[src/source/lsu_params.svh]
// lsu parameters
// widths, outstanding depth and counter size of the load/store unit

`ifndef LSU_PARAMS_SVH
`define LSU_PARAMS_SVH

// bus geometry
`define LSU_ADDR_W 32   // byte address
`define LSU_DATA_W 32   // one bus word
`define LSU_BE_W   4    // one enable per byte lane

// outstanding transaction tracking
`define LSU_DEPTH  2    // max transactions in flight
`define LSU_CNT_W  2    // holds 0..LSU_DEPTH

`endif

[src/source/lsu_pkg.sv]
// lsu package
// access size, load extension mode and the two views of a bus word

package lsu_pkg;

  ////////////////////////////////////////////////////////////////////
  // access size, code 11 decodes as byte as well
  typedef enum logic [1:0] {
    DT_WORD = 2'b00,
    DT_HALF = 2'b01,
    DT_BYTE = 2'b10
  } data_type_e;

  ////////////////////////////////////////////////////////////////////
  // load extension, code 11 behaves as sign extension
  typedef enum logic [1:0] {
    SEXT_ZERO = 2'b00,
    SEXT_SIGN = 2'b01,
    SEXT_ONES = 2'b10
  } sign_ext_e;

  ////////////////////////////////////////////////////////////////////
  // response word, seen as byte lanes or as halfword lanes
  typedef union packed {
    logic [3:0][7:0]  b;  // b[0] is the lowest address
    logic [1:0][15:0] h;  // h[0] covers bytes 1:0
  } lsu_word_u;

endpackage

[src/source/lsu_req_ctrl.sv]
// lsu request control
// address generation, split detection, outstanding count and stage handshakes

`include "lsu_params.svh"

module lsu_req_ctrl (
  input  logic                   clk,
  input  logic                   rst_n,
  input  logic                   data_req_ex_i,        // EX wants a bus access
  input  lsu_pkg::data_type_e    data_type_ex_i,
  input  logic                   data_misaligned_ex_i, // second part of a split access
  input  logic [`LSU_ADDR_W-1:0] operand_a_ex_i,
  input  logic [`LSU_ADDR_W-1:0] operand_b_ex_i,
  input  logic                   addr_useincr_ex_i,    // a + b, else a only
  input  logic                   gnt_i,
  input  logic                   rvalid_i,
  output logic [`LSU_ADDR_W-1:0] addr_o,               // bus address
  output logic                   trans_valid_o,        // request towards the bus
  output logic                   misaligned_o,         // first part needs a second access
  output logic                   ready_ex_o,
  output logic                   ready_wb_o,
  output logic                   ctrl_update_o,        // EX moves into WB
  output logic                   busy_o
);

  import lsu_pkg::*;

  localparam logic [`LSU_CNT_W-1:0] DEPTH_C = `LSU_CNT_W'(`LSU_DEPTH);

  logic [`LSU_ADDR_W-1:0] addr_int;   // effective byte address
  logic [`LSU_CNT_W-1:0]  cnt_q;      // transactions in flight
  logic [`LSU_CNT_W-1:0]  next_cnt;
  logic                   count_up;
  logic                   count_down;

  //////////////////////////////////////////////////////////////////////
  // address

  assign addr_int = addr_useincr_ex_i ? (operand_a_ex_i + operand_b_ex_i) : operand_a_ex_i;

  // second part always starts at the word boundary, leftover bytes sit low
  assign addr_o = data_misaligned_ex_i ? {addr_int[`LSU_ADDR_W-1:2], 2'b00} : addr_int;

  // only a first part can be split
  always_comb begin
    misaligned_o = 1'b0;
    if (data_req_ex_i && !data_misaligned_ex_i) begin
      case (data_type_ex_i)
        DT_WORD: misaligned_o = (addr_int[1:0] != 2'b00);  // any offset crosses
        DT_HALF: misaligned_o = (addr_int[1:0] == 2'b11);  // only the last lane
        default: misaligned_o = 1'b0;                      // bytes never cross
      endcase
    end
  end

  //////////////////////////////////////////////////////////////////////
  // request gate and stage handshakes

  // no rvalid in this path, request depends on the count only
  assign trans_valid_o = data_req_ex_i && (cnt_q < DEPTH_C);

  assign busy_o = (cnt_q != '0) || trans_valid_o;

  // WB free when idle, otherwise it retires with the response
  assign ready_wb_o = (cnt_q == '0) ? 1'b1 : rvalid_i;

  // EX and WB advance in lock step once WB holds something
  always_comb begin
    if (!data_req_ex_i) begin
      ready_ex_o = 1'b1;
    end else if (cnt_q == '0) begin
      ready_ex_o = trans_valid_o && gnt_i;
    end else if (cnt_q == `LSU_CNT_W'(1)) begin
      ready_ex_o = rvalid_i && trans_valid_o && gnt_i;
    end else begin
      ready_ex_o = rvalid_i;  // full, wait for a slot
    end
  end

  assign ctrl_update_o = ready_ex_o && data_req_ex_i;

  //////////////////////////////////////////////////////////////////////
  // outstanding counter

  assign count_up   = trans_valid_o && gnt_i;  // request taken
  assign count_down = rvalid_i;                // response retired

  always_comb begin
    case ({count_up, count_down})
      2'b10:   next_cnt = cnt_q + `LSU_CNT_W'(1);
      2'b01:   next_cnt = cnt_q - `LSU_CNT_W'(1);
      default: next_cnt = cnt_q;  // idle, or one in and one out
    endcase
  end

  always_ff @(posedge clk or negedge rst_n) begin
    if (!rst_n) begin
      cnt_q <= '0;
    end else begin
      cnt_q <= next_cnt;
    end
  end

endmodule

[src/source/lsu_store_align.sv]
// lsu store alignment
// byte enables per access size and rotation of store data into its lanes

`include "lsu_params.svh"

module lsu_store_align (
  input  logic [1:0]             addr_lsb_i,           // byte offset of the access
  input  lsu_pkg::data_type_e    data_type_ex_i,
  input  logic                   data_misaligned_ex_i, // second part of a split access
  input  logic [`LSU_DATA_W-1:0] data_wdata_ex_i,
  input  logic [1:0]             data_reg_offset_ex_i, // byte offset inside the register
  output logic [`LSU_BE_W-1:0]   be_o,
  output logic [`LSU_DATA_W-1:0] wdata_o
);

  import lsu_pkg::*;

  localparam logic [`LSU_BE_W-1:0] BE_ALL  = '1;
  localparam logic [`LSU_BE_W-1:0] BE_HALF = `LSU_BE_W'(2'b11);
  localparam logic [`LSU_BE_W-1:0] BE_ONE  = `LSU_BE_W'(1'b1);

  logic [1:0]               lane_shift;  // rotate amount in bytes
  logic [2*`LSU_DATA_W-1:0] wdata_dbl;   // doubled word, upper half is the rotation

  //////////////////////////////////////////////////////////////////////
  // byte enables

  always_comb begin
    be_o = BE_ONE << addr_lsb_i;  // byte, and any code not listed below
    case (data_type_ex_i)
      DT_WORD: begin
        if (!data_misaligned_ex_i)
          be_o = BE_ALL << addr_lsb_i;     // lanes k..3
        else
          be_o = ~(BE_ALL << addr_lsb_i);  // leftover low lanes
      end
      DT_HALF: begin
        if (!data_misaligned_ex_i)
          be_o = BE_HALF << addr_lsb_i;    // offset 3 drops the upper bit
        else
          be_o = BE_ONE;                   // only lane 0 is left over
      end
      default: ;
    endcase
  end

  //////////////////////////////////////////////////////////////////////
  // store data rotation

  // distance from the register byte to the memory lane, modulo 4
  assign lane_shift = addr_lsb_i - data_reg_offset_ex_i;

  // rotate left, bytes leaving the top come back in at lane 0
  assign wdata_dbl = {data_wdata_ex_i, data_wdata_ex_i} << {lane_shift, 3'b000};
  assign wdata_o   = wdata_dbl[2*`LSU_DATA_W-1:`LSU_DATA_W];

endmodule

[src/source/lsu_load_align.sv]
// lsu load alignment
// WB control registers, merge of split loads, lane select and extension

`include "lsu_params.svh"

module lsu_load_align (
  input  logic                   clk,
  input  logic                   rst_n,
  input  logic                   ctrl_update_i,        // EX moves into WB
  input  lsu_pkg::data_type_e    data_type_ex_i,
  input  lsu_pkg::sign_ext_e     data_sign_ext_ex_i,
  input  logic                   data_we_ex_i,
  input  logic [1:0]             addr_lsb_i,           // byte offset of the access
  input  logic                   data_misaligned_ex_i, // second part sits in EX
  input  logic                   misaligned_i,         // first part just detected
  input  logic                   rvalid_i,
  input  logic [`LSU_DATA_W-1:0] rdata_i,
  output logic [`LSU_DATA_W-1:0] rdata_ex_o
);

  import lsu_pkg::*;

  // WB stage copy of the access
  data_type_e             data_type_q;
  sign_ext_e              sign_ext_q;
  logic [1:0]             rdata_offset_q;
  logic                   data_we_q;

  logic [`LSU_DATA_W-1:0] rdata_q;     // raw first half, or last result
  lsu_word_u              resp_w;      // current response
  lsu_word_u              held_w;      // held word
  logic [`LSU_DATA_W-1:0] word_val;    // merged word
  logic [15:0]            half_lane;
  logic [7:0]             byte_lane;
  logic [`LSU_DATA_W-1:0] rdata_ext;   // final value for the register file

  // fill bit for the upper bits of a narrow load
  function automatic logic fill_bit(sign_ext_e mode, logic msb);
    case (mode)
      SEXT_ZERO: return 1'b0;
      SEXT_ONES: return 1'b1;
      default:   return msb;  // sign, code 11 too
    endcase
  endfunction

  //////////////////////////////////////////////////////////////////////
  // WB control registers

  always_ff @(posedge clk or negedge rst_n) begin
    if (!rst_n) begin
      data_type_q    <= DT_WORD;
      sign_ext_q     <= SEXT_ZERO;
      rdata_offset_q <= 2'b00;
      data_we_q      <= 1'b0;
    end else if (ctrl_update_i) begin  // granted, wait for rvalid in WB
      data_type_q    <= data_type_ex_i;
      sign_ext_q     <= data_sign_ext_ex_i;
      rdata_offset_q <= addr_lsb_i;
      data_we_q      <= data_we_ex_i;
    end
  end

  //////////////////////////////////////////////////////////////////////
  // lane select

  assign resp_w = rdata_i;
  assign held_w = rdata_q;

  // split word: low bytes from the new word on top of the held high bytes
  always_comb begin
    case (rdata_offset_q)
      2'd0:    word_val = resp_w;
      2'd1:    word_val = {resp_w.b[0], held_w.b[3:1]};
      2'd2:    word_val = {resp_w.h[0], held_w.h[1]};
      default: word_val = {resp_w.b[2:0], held_w.b[3]};
    endcase
  end

  always_comb begin
    case (rdata_offset_q)
      2'd0:    half_lane = resp_w.h[0];
      2'd1:    half_lane = {resp_w.b[2], resp_w.b[1]};  // straddles both halves
      2'd2:    half_lane = resp_w.h[1];
      default: half_lane = {resp_w.b[0], held_w.b[3]};  // split half
    endcase
  end

  assign byte_lane = resp_w.b[rdata_offset_q];

  //////////////////////////////////////////////////////////////////////
  // extension

  always_comb begin
    case (data_type_q)
      DT_WORD: rdata_ext = word_val;
      DT_HALF: rdata_ext = {{16{fill_bit(sign_ext_q, half_lane[15])}}, half_lane};
      default: rdata_ext = {{24{fill_bit(sign_ext_q, byte_lane[7])}}, byte_lane};
    endcase
  end

  // first half of a split load is kept raw for the merge
  always_ff @(posedge clk) begin
    if (rvalid_i && !data_we_q) begin
      if (data_misaligned_ex_i || misaligned_i)
        rdata_q <= rdata_i;
      else
        rdata_q <= rdata_ext;
    end
  end

  // live with the response, held afterwards
  assign rdata_ex_o = rvalid_i ? rdata_ext : rdata_q;

endmodule

[src/source/lsu_top.sv]
// lsu top level
// joins request control and both aligners and drives the data bus

`include "lsu_params.svh"

module lsu_top (
  input  logic                   clk,
  input  logic                   rst_n,

  // EX stage
  input  logic                   data_req_ex_i,
  input  logic                   data_we_ex_i,
  input  lsu_pkg::data_type_e    data_type_ex_i,
  input  lsu_pkg::sign_ext_e     data_sign_ext_ex_i,
  input  logic [`LSU_DATA_W-1:0] data_wdata_ex_i,
  input  logic [1:0]             data_reg_offset_ex_i,
  input  logic [`LSU_ADDR_W-1:0] operand_a_ex_i,
  input  logic [`LSU_ADDR_W-1:0] operand_b_ex_i,
  input  logic                   addr_useincr_ex_i,
  input  logic                   data_misaligned_ex_i,
  output logic [`LSU_DATA_W-1:0] data_rdata_ex_o,
  output logic                   data_misaligned_o,
  output logic                   lsu_ready_ex_o,
  output logic                   lsu_ready_wb_o,
  output logic                   busy_o,

  // data bus
  output logic                   data_req_o,
  input  logic                   data_gnt_i,
  input  logic                   data_rvalid_i,
  output logic [`LSU_ADDR_W-1:0] data_addr_o,
  output logic                   data_we_o,
  output logic [`LSU_BE_W-1:0]   data_be_o,
  output logic [`LSU_DATA_W-1:0] data_wdata_o,
  input  logic [`LSU_DATA_W-1:0] data_rdata_i
);

  logic                   trans_valid;
  logic [`LSU_ADDR_W-1:0] trans_addr;   // word aligned on a second part
  logic [`LSU_BE_W-1:0]   trans_be;
  logic [`LSU_DATA_W-1:0] trans_wdata;
  logic                   ctrl_update;
  logic [1:0]             addr_lsb;     // original byte offset

  // second part uses operand a alone, its low bits keep the first offset
  assign addr_lsb = data_misaligned_ex_i ? operand_a_ex_i[1:0] : trans_addr[1:0];

  lsu_req_ctrl u_req_ctrl (
    .clk                  (clk),
    .rst_n                (rst_n),
    .data_req_ex_i        (data_req_ex_i),
    .data_type_ex_i       (data_type_ex_i),
    .data_misaligned_ex_i (data_misaligned_ex_i),
    .operand_a_ex_i       (operand_a_ex_i),
    .operand_b_ex_i       (operand_b_ex_i),
    .addr_useincr_ex_i    (addr_useincr_ex_i),
    .gnt_i                (data_gnt_i),
    .rvalid_i             (data_rvalid_i),
    .addr_o               (trans_addr),
    .trans_valid_o        (trans_valid),
    .misaligned_o         (data_misaligned_o),
    .ready_ex_o           (lsu_ready_ex_o),
    .ready_wb_o           (lsu_ready_wb_o),
    .ctrl_update_o        (ctrl_update),
    .busy_o               (busy_o)
  );

  lsu_store_align u_store_align (
    .addr_lsb_i           (addr_lsb),
    .data_type_ex_i       (data_type_ex_i),
    .data_misaligned_ex_i (data_misaligned_ex_i),
    .data_wdata_ex_i      (data_wdata_ex_i),
    .data_reg_offset_ex_i (data_reg_offset_ex_i),
    .be_o                 (trans_be),
    .wdata_o              (trans_wdata)
  );

  lsu_load_align u_load_align (
    .clk                  (clk),
    .rst_n                (rst_n),
    .ctrl_update_i        (ctrl_update),
    .data_type_ex_i       (data_type_ex_i),
    .data_sign_ext_ex_i   (data_sign_ext_ex_i),
    .data_we_ex_i         (data_we_ex_i),
    .addr_lsb_i           (addr_lsb),
    .data_misaligned_ex_i (data_misaligned_ex_i),
    .misaligned_i         (data_misaligned_o),
    .rvalid_i             (data_rvalid_i),
    .rdata_i              (data_rdata_i),
    .rdata_ex_o           (data_rdata_ex_o)
  );

  //////////////////////////////////////////////////////////////////////
  // bus side, EX holds its inputs until the grant so these stay stable
  assign data_req_o   = trans_valid;
  assign data_addr_o  = trans_addr;
  assign data_we_o    = data_we_ex_i;
  assign data_be_o    = trans_be;
  assign data_wdata_o = trans_wdata;

endmodule

[config.mk]
export PLATFORM = sky130hd
export DESIGN_NAME = lsu_top
export DESIGN_NICKNAME = d
export VERILOG_FILES = /design/src/source/lsu_pkg.sv /design/src/source/lsu_req_ctrl.sv /design/src/source/lsu_store_align.sv /design/src/source/lsu_load_align.sv /design/src/source/lsu_top.sv
export VERILOG_INCLUDE_DIRS = /design/src /design/src/source
export SDC_FILE = /design/constraint.sdc
export NUM_CORES = 1
export LEC_CHECK = 0
export ABC_CLOCK_PERIOD_IN_PS = 3700
export BUFFER_PORTS_ARGS = -buffer_cell sky130_fd_sc_hd__clkbuf_2
export CAP_MARGIN = 0
export CELL_PAD_IN_SITES_DETAIL_PLACEMENT = 1
export CELL_PAD_IN_SITES_GLOBAL_PLACEMENT = 1
export CORE_MARGIN = 2
export CORE_UTILIZATION = 36
export DETAILED_ROUTE_END_ITERATION = 8
export MAX_ROUTING_LAYER = met4
export PLACE_DENSITY = 0.82
export SYNTH_ARGS = -nofsm -noshare
export SYNTH_HDL_FRONTEND = slang
export SYNTH_SLANG_ARGS = --single-unit
[constraint.sdc]
create_clock -name clk -period 3.7 [get_ports clk]
set_input_delay 0.74 -clock clk [delete_from_list [all_inputs] [get_ports clk]]
set_output_delay 0.74 -clock clk [all_outputs]
set_load 0.05 [all_outputs]
==> impl_metrics.env, run 1 <==
export IMPL_ioPinCount=248
export IMPL_track_usage_pct=32.27
export IMPL_slew_headroom_pct=54.11
export IMPL_drt_pass1_iterations=8
export IMPL_clock_sinks=41
export IMPL_setup_viol=51
export IMPL_synthFlopType="edfxtp_1"
export IMPL_final_common_cell="clkbuf_2"
export IMPL_tritoncts="yes"
export IMPL_setup_slack_ns=-0.2494
export IMPL_fin_crit_sh_pct=106.7
export IMPL_clock_latency_ns=0.29
export IMPL_min_path_type="in2async"
export IMPL_max_freq_mhz=253.2
export IMPL_grt_pass1_vias=8806
export IMPL_hold_buffers=0
export IMPL_drv_slew=0
export IMPL_die_h_um=140.2
export IMPL_power_density_mw_per_mm2=664.0
export IMPL_final_cell_mix="clkbuf_2 (174), a21oi_1 (123), nor2_1 (105), buf_4 (89), mux2i_4 (65)"
export IMPL_cts_buffer_depth=2
export IMPL_cts_inserted_buffers=5
export IMPL_synth_distinct_cells=66
export IMPL_grt_start_max_net_pins=50
export IMPL_ant_nets=0
export IMPL_synthesis_nets=1037
export IMPL_critPathLaunchType="input port"
export IMPL_finClkSkew_ns=0.008164
export IMPL_power_total_w=0.007469
export IMPL_leakagePower_nw=4.649
export IMPL_start_util_pct=36.95
export IMPL_grt_overflow=0
export IMPL_clk_pin_slew_ns=0.06
export IMPL_syn_to_final_growth_pct=68.34
export IMPL_ys_warn_count=0
export IMPL_required_ns=2.96
export IMPL_violations="setup timing"
export IMPL_dpl_hpwl_mm=21.84
export IMPL_drive_gt1_share_pct=49.44
export IMPL_grt_pass1_wl_mm=49.18
export IMPL_synth_area_mm2=0.006683
export IMPL_worstMarginPinSlew_ns=0.6867
export IMPL_h_tree_depth=2
export IMPL_die_x_um=140.2
export IMPL_async_reset_ff_share_pct=21.95
export IMPL_drv_cap=0
export IMPL_ff2ff_setup_slack_ns=1.09
export IMPL_syn_inst=854
export IMPL_drtIter0Drc=771
export IMPL_tns_ns=-7.689
export IMPL_root_buffer="clkbuf_16"
export IMPL_cp_arrival_ns=3.21
export IMPL_nets=1345
export IMPL_core_area_mm2=0.01809
export IMPL_crit_fanout=6
export IMPL_routabilityCongestion=0.9186
export IMPL_synth_edf_count=32
export IMPL_status="finished, violations left"
export IMPL_rsz0062_at_grt="yes"
export IMPL_crit_path_end_kind="output port"
export IMPL_post_drt_wl_per_cell_um=26.97
export IMPL_finalWirelength_mm=37.57
export IMPL_ys_ff_latch=41
export IMPL_min_period_ns=3.949
export IMPL_die_area_mm2=0.01967
export IMPL_synth_area_per_cell_um2=7.825
export IMPL_rows=49
export IMPL_worstSetupPathType="in2out"
export IMPL_port_buffers=247
export IMPL_antenna_found_initial=1
export IMPL_irDropWorstVdd_v=0.0003112
export IMPL_dr_total_vias=8924
export IMPL_drc=0
export IMPL_seq_area_frac_synth_pct=17.75
export IMPL_post_drt_via_cell_ratio=6.406
export IMPL_hold_viol=0
==> power breakdown <==
group	internal, W	switching [W]
registers	0.000714	0.000173
clock network	0.000270	0.000194
logic	0.00235	0.00377
==> flip-flops by register name (all words and copies together), names as in the netlist <==
register / count
u_load_align.sign_ext_q: 2
u_load_align.rdata_offset_q: 2
u_req_ctrl.cnt_q: 2
u_load_align.data_we_q: 1
u_load_align.held_w: 32
u_load_align.data_type_q: 2
==> logic make-up (layout without fill, tap and decap cells) <==
group	Yosys count	after routing	synth area share [%]
other	0	1	0
adder cells (fa/ha/maj)	42	42	7.957
XOR/XNOR	31	31	4.175
multiplexers	135	135	22.54
AND/OR/NAND/NOR	232	232	15.73
AO/OA/AOI/OAI	287	287	26.14
flip-flops	41	41	17.75
buffers and inverters	86	395	5.710
==> per-layer routing <==
metal / vias to the layer above / share of wire (%) / global-route usage [%] / wire length, µm
met1: 4303 / 34 / 36.20 / 12780
met2: 647 / 52 / 57.28 / 19350
li1: 3782 / - / - / -
met3: 192 / 7.8 / 4.923 / 2943
met5: - / 0 / - / 0
met4: 0 / 6.6 / 13.45 / 2490
==> final cells by class <==
type,instances,area [µm²]
repair buffers,360,2987
flip-flops and latches,41,1189
inverters,27,107.6
fillers,2020,6837
diodes,1,2.502
multi-input cells,727,6531
clock buffers,8,146.4
well taps,229,286.5
==> synth_stat cells (all sizes together), types with 16 or more instances <==
master	count	area, µm²
nor2	110	417.9
nand2	54	202.7
xnor2	20	182.7
mux2i	83	830.8
buf	26	156.4
edfxtp	32	960.9
clkbuf	33	123.9
a21oi	142	725.7
ha	40	500.5
mux2	44	495.5
inv	26	97.59
o21ai	53	276.5
a21o	16	120.1
==> through the flow <==
| stage | setup WS, ns | area, µm² | hold slack, ns | util (%) | instances |
|---|---|---|---|---|---|
| finish | -0.2494 | 11250 | 0.3145 | 62.20 | 1393 |
| global route | -0.3004 | 11250 | 0.3169 | 62.20 | 1393 |
| detailed placement | -0.3290 | 9753 | 0.4998 | 53.93 | 1357 |
| CTS | -0.1204 | 10690 | 0.3050 | 59.12 | 1383 |
| floorplan | -0.04442 | 7585 | 0.4444 | - | 854 |
| global placement | -0.2455 | 9753 | 0.4912 | 53.93 | 1357 |
==> worst max-delay path: stages <==
cell     delay [ns]
buf_8          0.08
ha_4           0.15
inv_2          0.05
fa_2           0.56
nand2_2        0.09
o21ai_4        0.08
nor2_4         0.07
a21oi_4        0.21
xnor2_4        0.20
buf_6          0.19
buf_12         0.16
mux2i_4        0.33
mux2i_4        0.13
buf_8          0.17
==> worst paths after layout <==
kind	startpoint	end	cells after the start
hold / removal	rst_n	u_load_align.data_type_q[1]$_DFFE_PN0P_	1
setup / recovery	operand_a_ex_i[0]	data_wdata_o[28]	14
setup reg to reg	u_load_align.rdata_offset_q[1]$_DFFE_PN0P_	u_load_align.held_w[17]$_DFFE_PP_	9
max in group asynchronous	rst_n	u_load_align.rdata_offset_q[0]$_DFFE_PN0P_	1
min in group clk	u_load_align.data_we_q$_DFFE_PN0P_	u_load_align.data_we_q$_DFFE_PN0P_	1
hold reg to reg	u_load_align.data_we_q$_DFFE_PN0P_	u_load_align.data_we_q$_DFFE_PN0P_	1
==> timing repair <==
action	CTS	global route
setup buffers	17	19
pin swaps	20	51
gates cloned	1	0
gates resized for setup	142	144
setup endpoints to repair	53	73
Power figures use the tool's default switching activity.
==> inputs of run 2 (changes only) <==
- SETUP_SLACK_MARGIN: default -> 0.5
==> impl_metrics.env, run 2 (synthesized netlist as in run 1, its figures left out) <==
export IMPL_finalWirelength_mm=47.15
export IMPL_ioPinCount=248
export IMPL_crit_fanout=8
export IMPL_irDropWorstVdd_v=0.0003688
export IMPL_dr_total_vias=9912
export IMPL_dpl_hpwl_mm=22.30
export IMPL_start_util_pct=36.95
export IMPL_required_ns=2.96
export IMPL_drc=0
export IMPL_worstRegToRegCells=7
export IMPL_setup_slack_ns=-0.4800
export IMPL_final_common_cell="clkbuf_2"
export IMPL_crit_end="data_wdata_o[19]"
export IMPL_die_area_mm2=0.01967
export IMPL_dr_max_layer_used="met4"
export IMPL_cts_buffer_depth=2
export IMPL_cp_arrival_ns=3.44
export IMPL_post_drt_wl_per_cell_um=33.20
export IMPL_seqCellArea_mm2=0.001190
export IMPL_tritoncts="yes"
export IMPL_drv_slew=0
export IMPL_grt_start_max_net_pins=37
export IMPL_critPathLaunchType="input port"
export IMPL_ant_nets=0
export IMPL_die_x_um=140.2
export IMPL_setup_viol=56
export IMPL_grt_pass1_vias=9510
export IMPL_rsz0062_at_grt="yes"
export IMPL_final_core_util_pct=68.71
export IMPL_met3_length_mm=4.630
export IMPL_drtIter0Drc=1048
export IMPL_drive_gt1_share_pct=58.03
export IMPL_fill_cells=1906
export IMPL_syn_to_final_growth_pct=85.96
export IMPL_r2r_end="u_load_align.held_w[14]$_DFFE_PP_"
export IMPL_h_tree_depth=2
export IMPL_cts_inserted_buffers=5
export IMPL_crit_start="operand_a_ex_i[0]"
export IMPL_min_period_ns=4.180
export IMPL_met2_length_mm=22.47
export IMPL_drt_pass1_iterations=5
export IMPL_port_buffers=247
export IMPL_antenna_found_initial=2
export IMPL_clk_pin_slew_ns=0.07
export IMPL_die_h_um=140.2
export IMPL_hold_viol=0
export IMPL_largest_reg_flops=32
export IMPL_dp_slack_ns=-0.2908
export IMPL_clock_sinks=41
export IMPL_clock_latency_ns=0.30
export IMPL_nets=1371
export IMPL_m1WireLength_mm=14.66
export IMPL_power_density_mw_per_mm2=702.9
export IMPL_status="finished, violations left"
export IMPL_fin_crit_sh_pct=113.0
export IMPL_rows=49
export IMPL_slew_headroom_pct=50.03
export IMPL_grt_overflow=0
export IMPL_finClkSkew_ns=0.01012
export IMPL_drv_cap=0
export IMPL_min_path_type="in2async"
export IMPL_routabilityCongestion=0.9130
export IMPL_multiInputGateArea_mm2=0.007009
export IMPL_core_area_mm2=0.01809
export IMPL_worstSetupPathType="in2out"
export IMPL_ff2ff_setup_slack_ns=1.25
export IMPL_crit_path_end_kind="output port"
export IMPL_r2r_start="u_load_align.rdata_offset_q[1]$_DFFE_PN0P_"
export IMPL_power_total_w=0.008735
export IMPL_root_buffer="clkbuf_16"
export IMPL_post_drt_via_cell_ratio=6.980
export IMPL_violations="setup timing"
export IMPL_tns_ns=-16.53
export IMPL_track_usage_pct=36.75
export IMPL_worstMarginPinSlew_ns=0.7478
export IMPL_grt_pass1_wl_mm=55.28
export IMPL_final_cell_mix="clkbuf_2 (149), buf_4 (97), a21oi_1 (92), nor2_1 (86), mux2i_4 (65)"
export IMPL_max_freq_mhz=239.2
export IMPL_leakagePower_nw=5.151
run 2: worst max-delay path, cell delays in order:
cell and delay, ns:
buf_8 0.08, ha_4 0.13, inv_2 0.05, fa_2 0.59, nand2_2 0.09, o21ai_4 0.10, nor2_4 0.10, a21oi_4 0.24
xnor2_4 0.19, buf_12 0.14, buf_6 0.10, buf_16 0.17, mux2i_4 0.38, mux2i_4 0.14, buf_12 0.17
run 2: metrics by stage:
step	instance area (µm²)	std cells	hold WS [ns]
after floorplan	7761	854	0.4444
after global placement	9882	1348	0.4953
after detailed placement	9882	1348	0.5043
after CTS	11460	1382	0.3070
after global routing	12430	1420	0.3198
final	12430	1420	0.3060
run 2: what timing repair did:
| item | 4_1_cts | 5_1_grt |
|---|---|---|
| hold buffers | 0 | 0 |
| gates resized for setup | 254 | 213 |
| pin swaps | 46 | 55 |
| cloned | 3 | 2 |
| setup endpoints to repair | 93 | 120 |
| setup buffers | 23 | 34 |
run 2: layout make-up:
class	count	area share (%)
clock inverter	3	0.1007
sequential	41	9.575
inverter	27	0.8860
clock buffer	5	1.007
multi-input combinational	727	56.40
tap	229	2.306
antenna	2	0.04027
timing repair buffer	386	29.68
run 2: how the worst min path moves through the flow:
stage                                           startpoint                                    endpoint  depth (start not counted)
global placement    u_load_align.sign_ext_q[1]$_DFFE_PN0P_      u_load_align.sign_ext_q[1]$_DFFE_PN0P_                          1
detailed placement  u_load_align.sign_ext_q[1]$_DFFE_PN0P_      u_load_align.sign_ext_q[1]$_DFFE_PN0P_                          1
global route                                         rst_n             u_req_ctrl.cnt_q[0]$_DFFE_PN0P_                          1
finish                                               rst_n  u_load_align.rdata_offset_q[1]$_DFFE_PN0P_                          1
floorplan                                            rst_n     u_load_align.data_type_q[0]$_DFFE_PN0P_                          0
CTS                                                  rst_n          u_load_align.data_we_q$_DFFE_PN0P_                          1
run 2: per-layer routing:
metal  track usage [%]  up-vias
li1                  -     3851
met1             39.18     4635
met2             67.08      999
met3             5.641      427
met4             16.53        0
met5                 -        -
run 2: power breakdown:
group	switching [W]	internal, W	leakage, nW
sequential	0.000208	0.000716	0.404
clock	0.000205	0.000245	0.0687
combinational	0.00442	0.00294	4.68
==> inputs of run 3 (changes only) <==
- PLACE_DENSITY: 0.82 -> default
- PLACE_DENSITY_LB_ADDON: default -> 0.25
==> impl_metrics.env, run 3 (synthesized netlist as in run 1, its figures left out) <==
export IMPL_nets=1367
export IMPL_violations="setup timing"
export IMPL_setup_viol=45
export IMPL_antenna_cells=0
export IMPL_finalWirelength_mm=36.76
export IMPL_worstMarginPinSlew_ns=1.276
export IMPL_critPathBufInv=5
export IMPL_min_period_ns=3.865
export IMPL_post_drt_wl_per_cell_um=26.00
export IMPL_drv_cap=0
export IMPL_cts_buffer_depth=2
export IMPL_dpl_cell_count=1357
export IMPL_crit_fanout=7
export IMPL_worstSetupPathType="in2out"
export IMPL_antenna_found_initial=0
export IMPL_min_path_type="in2async"
export IMPL_instances_no_fill=1414
export IMPL_ioPinCount=248
export IMPL_drt_pass1_iterations=5
export IMPL_dpl_hpwl_mm=21.41
export IMPL_critPathMaxStageDelay_ns=0.54
export IMPL_rsz0062_at_grt="yes"
export IMPL_routabilityCongestion=0.8820
export IMPL_irDropWorstVdd_v=0.0004155
export IMPL_hold_viol=0
export IMPL_cp_arrival_ns=3.12
export IMPL_path_delay_family="adder cells"
export IMPL_grt_overflow=0
export IMPL_clk_pin_slew_ns=0.07
export IMPL_clock_sinks=41
export IMPL_dr_total_vias=8755
export IMPL_dp_slack_ns=-0.3766
export IMPL_cts_inserted_buffers=5
export IMPL_drtIter0Drc=623
export IMPL_die_h_um=140.2
export IMPL_worstPathCellList="buf_8 > ha_4 > inv_2 > fa_2 > nand2_2 > o21ai_4 > nor2_4 > a21oi_4 > xnor2_4 > buf_12 > buf_12 > mux2i_4 > mux2i_4 > buf_8"
export IMPL_largest_reg_flops=32
export IMPL_start_util_pct=36.95
export IMPL_tritoncts="yes"
export IMPL_max_freq_mhz=258.7
export IMPL_grt_pass1_vias=8982
export IMPL_final_core_util_pct=68.56
export IMPL_root_buffer="clkbuf_16"
export IMPL_final_common_cell="clkbuf_2"
export IMPL_fill_cells=1910
export IMPL_die_area_mm2=0.01967
export IMPL_cpMaxStageDelayCell="fa_2"
export IMPL_fin_crit_sh_pct=104.5
export IMPL_syn_to_final_growth_pct=85.55
export IMPL_clock_latency_ns=0.30
export IMPL_critPathLaunchType="input port"
export IMPL_drc=0
export IMPL_final_cell_mix="clkbuf_2 (149), buf_4 (105), nor2_1 (87), a21oi_1 (68), a21oi_2 (65)"
export IMPL_drv_slew=0
export IMPL_h_tree_depth=2
export IMPL_ant_nets=0
export IMPL_rows=49
export IMPL_post_drt_via_cell_ratio=6.192
export IMPL_crit_path_end_kind="output port"
export IMPL_drive_gt1_share_pct=59.58
export IMPL_port_buffers=247
export IMPL_core_area_mm2=0.01809
export IMPL_finClkSkew_ns=0.009221
export IMPL_leakagePower_nw=5.105
export IMPL_track_usage_pct=31.89
export IMPL_grt_pass1_wl_mm=49.06
export IMPL_grt_start_max_net_pins=42
export IMPL_die_x_um=140.2
export IMPL_slew_headroom_pct=14.74
export IMPL_setup_slack_ns=-0.1648
export IMPL_power_density_mw_per_mm2=693.5
export IMPL_required_ns=2.96
export IMPL_status="finished, violations left"
## run 3: final cells by class
cell class	count	area, µm²	area share [%]
clock buffers	8	167.7	1.352
inverters	27	107.6	0.8678
multi-input cells	728	7079	57.09
flip-flops and latches	41	1189	9.586
well taps	229	286.5	2.311
repair buffers	381	3570	28.79
## run 3: metal layers
metal	vias up	wire, µm	global-route usage, %
met5	-	0	-
met4	0	1505	9.516
met3	115	1940	3.282
met2	417	19730	58.77
met1	4398	13590	36.48
li1	3825	-	-
## run 3: through the flow
stage | setup TNS, ns | hold WS (ns) | instance area [µm²] | total power [W]
after floorplan | -0.1476 | 0.4444 | 7761 | 0.004688
after global placement | -6.748 | 0.4911 | 9990 | 0.006189
after detailed placement | -12.03 | 0.4988 | 9990 | 0.006317
after CTS | -1.303 | 0.3058 | 11460 | 0.007442
after global routing | -8.570 | 0.3076 | 12400 | 0.008888
final | -4.502 | 0.3073 | 12400 | 0.008599
## run 3: report_power, final
group / leakage [nW] / internal [W] / switching [W]
logic: 4.62 / 0.00299 / 0.00420
registers: 0.405 / 0.000714 / 0.000175
clock network: 0.0823 / 0.000311 / 0.000207
total: 5.11 / 0.00402 / 0.00458
## run 3: worst paths after layout
kind                                                                 start  slack (ns)                                         end  cells past startpoint
max in group asynchronous                                            rst_n        3.16  u_load_align.rdata_offset_q[0]$_DFFE_PN0P_                      1
worst min-delay path                                                 rst_n        0.31     u_load_align.data_type_q[0]$_DFFE_PN0P_                      1
worst max-delay path                                     operand_b_ex_i[0]       -0.16                             data_wdata_o[7]                     14
worst max register to register  u_load_align.rdata_offset_q[1]$_DFFE_PN0P_        1.34           u_load_align.held_w[15]$_DFFE_PP_                      9
worst min register to register             u_req_ctrl.cnt_q[0]$_DFFE_PN0P_        0.58             u_req_ctrl.cnt_q[0]$_DFFE_PN0P_                      1
min in group clk                           u_req_ctrl.cnt_q[0]$_DFFE_PN0P_        0.58             u_req_ctrl.cnt_q[0]$_DFFE_PN0P_                      1
## run 3: timing repair
item,in CTS,in global routing
cloned,2,1
endpoints found under the setup margin,101,124
setup buffers,24,22
resized for setup,220,264
hold buffers,0,0
hold endpoints to repair,0,0
pin swaps,38,69
